===== src/stream_source_pkg.sv =====
// stream source shared widths, port count, vector types and control FSM states
package stream_source_pkg;

  // memory side
  localparam int unsigned NB_PORTS = 2;          // tcdm ports per wide word
  localparam int unsigned WORD_W   = 32;         // one port word
  localparam int unsigned ADDR_W   = 32;         // byte address

  // stream side
  localparam int unsigned DATA_W = NB_PORTS * WORD_W;

  // counters for beats and lines
  localparam int unsigned CNT_W = 16;

  // byte distance between consecutive wide words
  localparam int unsigned STEP = NB_PORTS * 4;

  typedef logic [ADDR_W-1:0] addr_t;
  typedef logic [WORD_W-1:0] word_t;
  typedef logic [DATA_W-1:0] data_t;
  typedef logic [CNT_W-1:0]  cnt_t;

  // control FSM
  // idle waits for start, working issues requests until the last grant
  typedef enum logic {
    SRC_IDLE,
    SRC_WORKING
  } src_state_e;

endpackage


===== src/tcdm_addr_gen.sv =====
// two-dimensional address generator, lines of consecutive wide words with a stride
`timescale 1ns/10ps

module tcdm_addr_gen
  import stream_source_pkg::*;
(
  input  logic  clk_i,
  input  logic  rst_ni,
  input  logic  clear_i,
  input  logic  enable_i,
  input  addr_t base_addr_i,
  input  cnt_t  trans_size_i,
  input  cnt_t  line_length_i,
  input  addr_t line_stride_i,
  output addr_t addr_o,
  output logic  in_progress_o
);

  cnt_t  word_idx_q;   // word within current line
  addr_t line_base_q;  // offset of current line start
  cnt_t  beat_cnt_q;   // beats already granted

  cnt_t  line_last;
  cnt_t  beat_last;
  addr_t word_off;

  assign line_last = cnt_t'(line_length_i - 1'b1);
  assign beat_last = cnt_t'(trans_size_i - 1'b1);
  assign word_off  = addr_t'(addr_t'(word_idx_q) * STEP);

  assign addr_o        = base_addr_i + line_base_q + word_off;
  assign in_progress_o = (beat_cnt_q < beat_last);

  always_ff @(posedge clk_i or negedge rst_ni) begin
    if (!rst_ni) begin
      word_idx_q  <= '0;
      line_base_q <= '0;
      beat_cnt_q  <= '0;
    end else if (clear_i) begin
      word_idx_q  <= '0;
      line_base_q <= '0;
      beat_cnt_q  <= '0;
    end else if (enable_i) begin
      beat_cnt_q <= beat_cnt_q + 1'b1;
      if (word_idx_q == line_last) begin
        // end of line, jump to next line start
        word_idx_q  <= '0;
        line_base_q <= line_base_q + line_stride_i;
      end else begin
        word_idx_q <= word_idx_q + 1'b1;
      end
    end
  end

  // a zero line length would never wrap the word index
  assert property (@(posedge clk_i) disable iff (!rst_ni)
    enable_i |-> (line_length_i != '0))
    else $error("line_length_i is zero while the address generator runs");

endmodule


===== src/tcdm_port_buf.sv =====
// per-port response buffer, holds a returned word until the merged stream takes it
`timescale 1ns/10ps

module tcdm_port_buf
  import stream_source_pkg::*;
(
  input  logic  clk_i,
  input  logic  rst_ni,
  input  logic  clear_i,
  input  logic  r_valid_i,
  input  word_t r_data_i,
  input  logic  ready_i,
  output logic  valid_o,
  output word_t data_o
);

  logic  valid_q;
  word_t data_q;

  // held word has priority, it is the older one
  assign valid_o = r_valid_i | valid_q;
  assign data_o  = valid_q ? data_q : r_data_i;

  always_ff @(posedge clk_i or negedge rst_ni) begin
    if (!rst_ni) begin
      valid_q <= 1'b0;
    end else if (clear_i) begin
      valid_q <= 1'b0;
    end else if (r_valid_i && !ready_i) begin
      valid_q <= 1'b1;                 // stream stalled, keep it
    end else if (valid_q && ready_i) begin
      valid_q <= 1'b0;
    end
  end

  always_ff @(posedge clk_i) begin
    if (r_valid_i && !ready_i) begin
      data_q <= r_data_i;
    end
  end

  // requests stop while the stream stalls, so a held word never meets a new response
  assert property (@(posedge clk_i) disable iff (!rst_ni)
    valid_q |-> !r_valid_i)
    else $error("response arrived while a held word was still pending");

endmodule


===== src/stream_lane_merge.sv =====
// joins the per-port lanes into one wide stream beat, all lanes move together
`timescale 1ns/10ps

module stream_lane_merge
  import stream_source_pkg::*;
(
  input  logic [NB_PORTS-1:0] lane_valid_i,
  input  word_t [NB_PORTS-1:0] lane_data_i,
  output logic [NB_PORTS-1:0] lane_ready_o,
  input  logic                stream_ready_i,
  output logic                stream_valid_o,
  output data_t               stream_data_o
);

  assign stream_valid_o = &lane_valid_i;

  always_comb begin
    for (int i = 0; i < NB_PORTS; i++) begin
      stream_data_o[i*WORD_W +: WORD_W] = lane_data_i[i];  // port 0 in low word
    end
  end

  // a lane is popped only when every other lane is there too
  always_comb begin
    for (int i = 0; i < NB_PORTS; i++) begin
      lane_ready_o[i] = stream_ready_i;
      for (int j = 0; j < NB_PORTS; j++) begin
        if (j != i) begin
          lane_ready_o[i] = lane_ready_o[i] & lane_valid_i[j];
        end
      end
    end
  end

endmodule


===== src/stream_source.sv =====
// stream source top that reads a 2d block over the tcdm ports and emits it as a wide stream
`timescale 1ns/10ps

module stream_source
  import stream_source_pkg::*;
(
  input  logic                 clk_i,
  input  logic                 rst_ni,
  input  logic                 clear_i,
  input  logic                 start_i,
  input  addr_t                base_addr_i,
  input  cnt_t                 trans_size_i,
  input  cnt_t                 line_length_i,
  input  addr_t                line_stride_i,
  output logic                 ready_start_o,
  output logic                 done_o,
  output logic [NB_PORTS-1:0]  tcdm_req_o,
  output addr_t [NB_PORTS-1:0] tcdm_add_o,
  input  logic [NB_PORTS-1:0]  tcdm_gnt_i,
  input  logic [NB_PORTS-1:0]  tcdm_r_valid_i,
  input  word_t [NB_PORTS-1:0] tcdm_r_data_i,
  output logic                 stream_valid_o,
  output data_t                stream_data_o,
  input  logic                 stream_ready_i
);

  src_state_e cs, ns;

  logic  int_req;
  logic  all_gnt;
  logic  beat_gnt;       // every port granted this cycle
  logic  last_gnt;
  logic  ag_en;
  logic  ag_clr;
  logic  in_progress;
  addr_t gen_addr;
  logic  done_q;
  logic  rsp_pend_q;     // a response is due this cycle

  logic [NB_PORTS-1:0]  lane_valid;
  word_t [NB_PORTS-1:0] lane_data;
  logic [NB_PORTS-1:0]  lane_ready;

  assign all_gnt  = &tcdm_gnt_i;
  assign beat_gnt = int_req & all_gnt;
  assign ag_clr   = clear_i | last_gnt;  // rewind for the next transfer

  tcdm_addr_gen i_addr_gen (
    .clk_i         ( clk_i         ),
    .rst_ni        ( rst_ni        ),
    .clear_i       ( ag_clr        ),
    .enable_i      ( ag_en         ),
    .base_addr_i   ( base_addr_i   ),
    .trans_size_i  ( trans_size_i  ),
    .line_length_i ( line_length_i ),
    .line_stride_i ( line_stride_i ),
    .addr_o        ( gen_addr      ),
    .in_progress_o ( in_progress   )
  );

  for (genvar i = 0; i < NB_PORTS; i++) begin : gen_port
    assign tcdm_req_o[i] = int_req;
    assign tcdm_add_o[i] = addr_t'(gen_addr + addr_t'(4 * i));

    tcdm_port_buf i_port_buf (
      .clk_i     ( clk_i                           ),
      .rst_ni    ( rst_ni                          ),
      .clear_i   ( clear_i                         ),
      .r_valid_i ( tcdm_r_valid_i[i] & rsp_pend_q  ),
      .r_data_i  ( tcdm_r_data_i[i]                ),
      .ready_i   ( lane_ready[i]                   ),
      .valid_o   ( lane_valid[i]                   ),
      .data_o    ( lane_data[i]                    )
    );
  end

  stream_lane_merge i_lane_merge (
    .lane_valid_i   ( lane_valid     ),
    .lane_data_i    ( lane_data      ),
    .lane_ready_o   ( lane_ready     ),
    .stream_ready_i ( stream_ready_i ),
    .stream_valid_o ( stream_valid_o ),
    .stream_data_o  ( stream_data_o  )
  );

  always_comb begin
    ns            = cs;
    int_req       = 1'b0;
    ag_en         = 1'b0;
    last_gnt      = 1'b0;
    ready_start_o = 1'b0;
    case (cs)
      SRC_IDLE: begin
        ready_start_o = 1'b1;
        if (start_i) begin
          ns = SRC_WORKING;
        end
      end
      SRC_WORKING: begin
        int_req = stream_ready_i;  // no requests under back-pressure
        if (beat_gnt) begin
          ag_en = 1'b1;
          if (!in_progress) begin
            last_gnt = 1'b1;
            ns       = SRC_IDLE;
          end
        end
      end
      default: ns = SRC_IDLE;
    endcase
  end

  always_ff @(posedge clk_i or negedge rst_ni) begin
    if (!rst_ni) begin
      cs         <= SRC_IDLE;
      done_q     <= 1'b0;
      rsp_pend_q <= 1'b0;
    end else if (clear_i) begin
      cs         <= SRC_IDLE;
      done_q     <= 1'b0;
      rsp_pend_q <= 1'b0;   // drops a response still in flight
    end else begin
      cs         <= ns;
      done_q     <= last_gnt;
      rsp_pend_q <= beat_gnt;
    end
  end

  assign done_o = done_q;

  // every port answers one cycle after a beat grant
  assert property (@(posedge clk_i) disable iff (!rst_ni)
    rsp_pend_q |-> (&tcdm_r_valid_i))
    else $error("tcdm response missing one cycle after a grant");

  // an empty transfer would run until the beat counter wraps
  assert property (@(posedge clk_i) disable iff (!rst_ni)
    (start_i && cs == SRC_IDLE) |-> (trans_size_i != '0))
    else $error("start with zero trans_size_i");

endmodule


===== config.mk =====
export PLATFORM = sky130hd
export DESIGN_NAME = stream_source
export DESIGN_NICKNAME = d
export VERILOG_FILES = /design/src/stream_source_pkg.sv /design/src/tcdm_addr_gen.sv /design/src/tcdm_port_buf.sv /design/src/stream_lane_merge.sv /design/src/stream_source.sv
export SDC_FILE = /design/constraint.sdc
export NUM_CORES = 1
export LEC_CHECK = 0
export ABC_AREA = 0
export BUFFER_PORTS_ARGS = -buffer_cell sky130_fd_sc_hd__buf_4
export CELL_PAD_IN_SITES_DETAIL_PLACEMENT = 1
export CELL_PAD_IN_SITES_GLOBAL_PLACEMENT = 1
export CORE_ASPECT_RATIO = 0.5
export CORE_MARGIN = 1.5
export CORE_UTILIZATION = 46
export CTS_BUF_LIST = sky130_fd_sc_hd__clkbuf_4 sky130_fd_sc_hd__clkbuf_8
export DETAILED_ROUTE_END_ITERATION = 8
export PLACE_DENSITY = 0.85
export SLEW_MARGIN = 20
export SYNTH_ARGS = -nofsm -noshare
export SYNTH_HDL_FRONTEND = slang
export SYNTH_HIERARCHICAL = 1
export SYNTH_SLANG_ARGS = --single-unit

===== constraint.sdc =====
create_clock -name clk_i -period 14.7 [get_ports clk_i]
set_clock_uncertainty 0.2 [all_clocks]
set_input_delay 2.94 -clock clk_i [delete_from_list [all_inputs] [get_ports clk_i]]
set_output_delay 2.94 -clock clk_i [all_outputs]
set_load 0.005 [all_outputs]

# After elaboration in Yosys (flattened, before gate mapping)
# Index checks and enable logic that the tools add are counted.
# totals
regBits	133
elab_cells	72
output_inout_bits	133
# classes
n_lt_le_gt_ge	1
n_eq_ne	1
n_reduce_logical	13
n_bitwise	9
add_sub_neg	8
mux	30
# ops
cell	n
$mux 32	5
$mux 16	5
$add 32x32->32	2
$add 16x1->16 const B	2
$add 32x19->32	1
$add 32x3->32 const B	1
$sub 16x1->16 const B	2
$mux 1	19
$eq 16x16->1	1
$lt 16x16->1	1
$reduce_and 2->1	3
$reduce_bool 3->1	2
$and 1x1->1	5
$logic_and 1x1->1	4
$reduce_bool 2->1	2
$or 1x1->1	3
$logic_not 1->1	2
$pmux 1 s2	1
$not 1->1	1

# Longest topological paths before layout
# depth
ltp_word	8
ltp_mapped	19
depth_no_buf	19

# Cells and area by module
# The synthesis kept the hierarchy.
# by_module_without_submodules
module	cells_each	seq_area_each_um2	instances	area_each_um2
tcdm_addr_gen	911	1601.5	1	7681.1
tcdm_port_buf	72	985.9	2	1550.2
stream_source	93	75.1	1	716.9
stream_lane_merge	67	0.0	1	499.2

# Least setup slack after synthesis
# No wires, ideal clock.
# synth_timing
path_kind	in2out
from	in base_addr_i[3]
to	out tcdm_add_o[61] (netlist bit)
t_arrival_ns	6.536
path_slack_ns	5.024
stages	17
required_time_ns	11.560
path_cell_list	inv_1 fa_1 inv_1 ha_1 nor2b_1 o21ai_0 a21boi_0 a22o_1 o211ai_1 o21ai_0 a31o_2 o211a_1 a21oi_1 and4_1 and3_1 nand3_1 xnor2_1
# synth_rtl
element	line_no	rtl
start: declaration	stream_source.sv:11	input addr_t base_addr_i,
end: declaration	stream_source.sv:18	output addr_t [NB_PORTS-1:0] tcdm_add_o,

==> tab_implementation.tex <==
\begin{tabular}{lr}
\hline
Metric & Value \\
\hline
\multicolumn{2}{l}{\textbf{Status}} \\
Outcome & complete, no violations \\
\multicolumn{2}{l}{\textbf{Worst setup path}} \\
Critical path depth & 19 \\
Kind of cell adding the most delay to the critical path & compound AO/OA/AOI/OAI gates \\
Startpoint type of the worst setup path & input pin \\
Maximum single-stage delay on the critical path & 530 ps \\
Worst-path fanout max & 7 \\
Crit path cell chain & buf\_4 -> inv\_1 -> fa\_1 -> inv\_1 -> ha\_1 -> nor2b\_1 -> o21ai\_0 -> a21boi\_0 -> a22o\_1 -> o211ai\_1 -> o21ai\_0 -> a31o\_2 -> o211a\_1 -> o211ai\_1 -> and4\_1 -> and3\_1 -> nand3\_1 -> xnor2\_1 -> buf\_4 \\
Arrival time of the worst setup path & 7500 ps \\
Cell depth of the worst flop-to-flop path & 18 \\
Type of the worst setup path & in2out \\
Worst Path Required & 11560 ps \\
Beginning of the worst register-to-register path & i\_addr\_gen/beat\_cnt\_q[1] \\
Slowest library cell on the worst path & fa\_1 \\
Number of buffers and inverters on the critical path & 4 \\
Worst reg2reg setup slack & 10230 ps \\
Start point of the critical path & base\_addr\_i[3] \\
Setup crit end kind & output pin \\
\multicolumn{2}{l}{\textbf{Cells and area}} \\
Number of fillers in the final layout & 2888 \\
Diode count & 0 \\
Finished layout cell area & 14400 µm² \\
Register area & 3650 µm² \\
Area used by multi-input combinational logic & 7450 µm² \\
Fraction of layout cells with a size suffix above 1 & 30.0\% \\
Most used cells in the layout excluding fill and tap cells & buf\_4, nor2\_1, ha\_1 \\
Layout Area Growth over Synthesis & 19.8\% \\
Final net count & 1723 \\
Most frequent standard cell in the layout excluding fill and tap cells & buf\_4 \\
\multicolumn{2}{l}{\textbf{Timing}} \\
Count of final setup violators & 0 \\
Ratio of final minimum period to clock period & 72.4\% \\
Final count of pins violating max slew & 0 \\
Setup repair after global routing missed its margin & no \\
Hold\_ws & 361 ps \\
Worst Slack Setup Final & 4060 ps \\
Final critical path time including I/O delays and setup & 10640 ps \\
Achievable Freq & 94.0 MHz \\
Setup TNS & 0 ps \\
Worst slew margin relative to its limit & 33.1\% \\
Final hold vios & 0 \\
Transition time at the pin with the least slew margin & 1000 ps \\
\multicolumn{2}{l}{\textbf{Place}} \\
HPWL after DPL & 28500 µm \\
Pre-CTS WS & 4110 ps \\
Final Wtd Congestion & 0.878 \\
Area of placed instances & 14000 µm² \\
Port Buffers & 301 \\
\multicolumn{2}{l}{\textbf{Floorplan}} \\
Site Rows & 41 \\
Initial Util & 47.2\% \\
Height of the chip & 117 µm \\
Total core area & 25400 µm² \\
IO Count & 302 \\
Horiz. Die Dim & 231 µm \\
Die area & 27100 µm² \\
\multicolumn{2}{l}{\textbf{Synth}} \\
Number of synthesized flops with an enable pin & 64 \\
Synth Net Count & 1498 \\
Sequential share of the synthesized area & 30.4\% \\
Top-area cell type share of the netlist area & 16.0\% \\
Most used flip-flop cell after synthesis & dfrtp\_1 \\
Share of synthesized flip-flops with an asynchronous set or reset & 51.9\% \\
Top cells by area in the synthesized netlist & edfxtp\_1, dfrtp\_1, ha\_1, mux2\_4, xnor2\_1 \\
Seq cells post-synth & 133 \\
Count of mapped cells out of synthesis & 1215 \\
Post-Syn Area & 12000 µm² \\
Most area-hungry cell type in the Yosys netlist & edfxtp\_1 \\
Distinct cell type count of the synthesized netlist & 84 \\
Avg Cell Area, Syn & 9.87 µm² \\
Synth Warn \# & 6 \\
\multicolumn{2}{l}{\textbf{Clock tree}} \\
Buffers from clock root to sink, at most & 2 \\
Hold buffer count at cts & 0 \\
Buffer count from post-CTS setup fixing & 0 \\
PostCTS Resize Cnt & 0 \\
Clock latency at the later pin of the worst-skew pair & 460 ps \\
Clock root buffer master & clkbuf\_8 \\
TritonCTS buffer count & 17 \\
Sinks on the clock net & 133 \\
Depth of the CTS H-tree & 4 \\
Clock transition at the registers of the reported paths & 80 ps \\
TritonCTS clock tree & yes \\
\multicolumn{2}{l}{\textbf{Drt}} \\
Post-detailed-route via-to-cell ratio & 5.63 \\
Number of vias after detailed routing & 10100 \\
Detailed-router iteration count before antenna repair & 4 \\
Routed wire length per instance & 20.2 µm \\
Iteration-0 DRC count of the detailed router & 332 \\
Number of routed nets with antenna violations & 0 \\
Routed wire length & 36200 µm \\
Post-route DRC violation count & 0 \\
\multicolumn{2}{l}{\textbf{Global route}} \\
Pin count of the biggest net entering global routing & 70 \\
Total Routing Usage GR & 26.6\% \\
Remaining global-route overflow & 0 \\
Initial antenna violation count & 0 \\
Number of global-route vias before repair & 10700 \\
Global-route wire length before repair & 56600 µm \\
\multicolumn{2}{l}{\textbf{Power}} \\
Static leakage & 6.60 nW \\
Areal power density over the cells & 62.9 nW/µm² \\
Maximum vdd drop & 45.1 µV \\
\multicolumn{2}{l}{\textbf{Hold path}} \\
Instance count along the most critical hold path & 2 \\
Min-delay src & i\_addr\_gen/line\_base\_q[3] \\
Min-delay worst type & reg2reg \\
\multicolumn{2}{l}{\textbf{Job}} \\
Number of max-cap violations & 0 \\
\hline
\end{tabular}
## cell usage after synthesis (7+ instances only)
library cell / n
fa_1: 18
clkbuf_1: 13
nor2_1: 118
ha_1: 96
dfrtp_1: 69
xnor2_1: 77
nor2b_1: 13
and2_1: 11
a31oi_1: 7
and3_1: 15
nand4_1: 22
mux2_4: 60
nand2_1: 81
o21ai_0: 30
nand3_1: 29
or3_1: 13
edfxtp_1: 64
buf_4: 69
a21oi_1: 77
mux2i_1: 13
inv_1: 39
o211ai_1: 12
nor3_1: 22
xor2_1: 47
nand2b_1: 8
o21a_1: 27
a21o_1: 21
## tightest hold or removal path, stage by stage, from the launching register on
cell     delay (ps)
dfrtp_1         410
nand2_1          70
a21oi_1          50
## registers in the layout, indices dropped and copies added (netlist names)
signal,count
cs,1
done_o,1
gen_port.i_port_buf/data_q,64
gen_port.i_port_buf/valid_q,2
i_addr_gen/beat_cnt_q,16
i_addr_gen/line_base_q,32
i_addr_gen/word_idx_q,16
rsp_pend_q,1
## per-layer routing
layer	up-vias	global-route usage (%)	part of all wire, %
li1	4778	-	-
met1	5084	30.4	41
met2	208	51.1	53
met3	50	4.05	3.6
met4	0	9.59	2.4
met5	-	0	0
## per-stage QoR
stage,instances,total power [mW],util [%]
3_3_place_gp,1765,0.569,55.0
6_report,1796,0.904,56.6
5_1_grt,1796,0.938,56.6
4_1_cts,1796,0.913,56.6
2_1_floorplan,1215,0.492,-
3_5_place_dp,1765,0.578,55.0
## kinds of logic (layout without fill, tap and decap cells)
logic type	after synthesis	count (layout)	share of synthesized area, %
compound gates	244	244	13.9
xor+xnor	124	124	9.05
fa+ha+maj	114	114	13.0
buf+inv	137	374	7.65
flops	133	133	30.4
mux	81	81	9.36
simple gates	382	382	16.6
## layout make-up
cell class,instances,share of cell area [%]
clock buffer,17,1.63
clock inverter,14,1.24
inverter,39,1.02
multi-input combinational,945,51.8
sequential,133,25.4
tap,344,3.00
timing repair buffer,304,15.9
## final timing paths
path | to
setup reg to reg | i_addr_gen/word_idx_q[9]
max in group asynchronous | gen_port[0].i_port_buf/valid_q
setup / recovery | tcdm_add_o[61]
hold reg to reg | i_addr_gen/line_base_q[3]
hold / removal | i_addr_gen/line_base_q[3]
min in group asynchronous | i_addr_gen/beat_cnt_q[1]
## where the power goes
group          switching (mW)  leakage, nW  internal, mW
Clock                   0.164        0.202         0.169
Sequential            0.00162         1.54         0.392
Combinational          0.0835         4.87        0.0937
Total                   0.249         6.60         0.655
No activity file was read; power rests on OpenSTA's default activity.
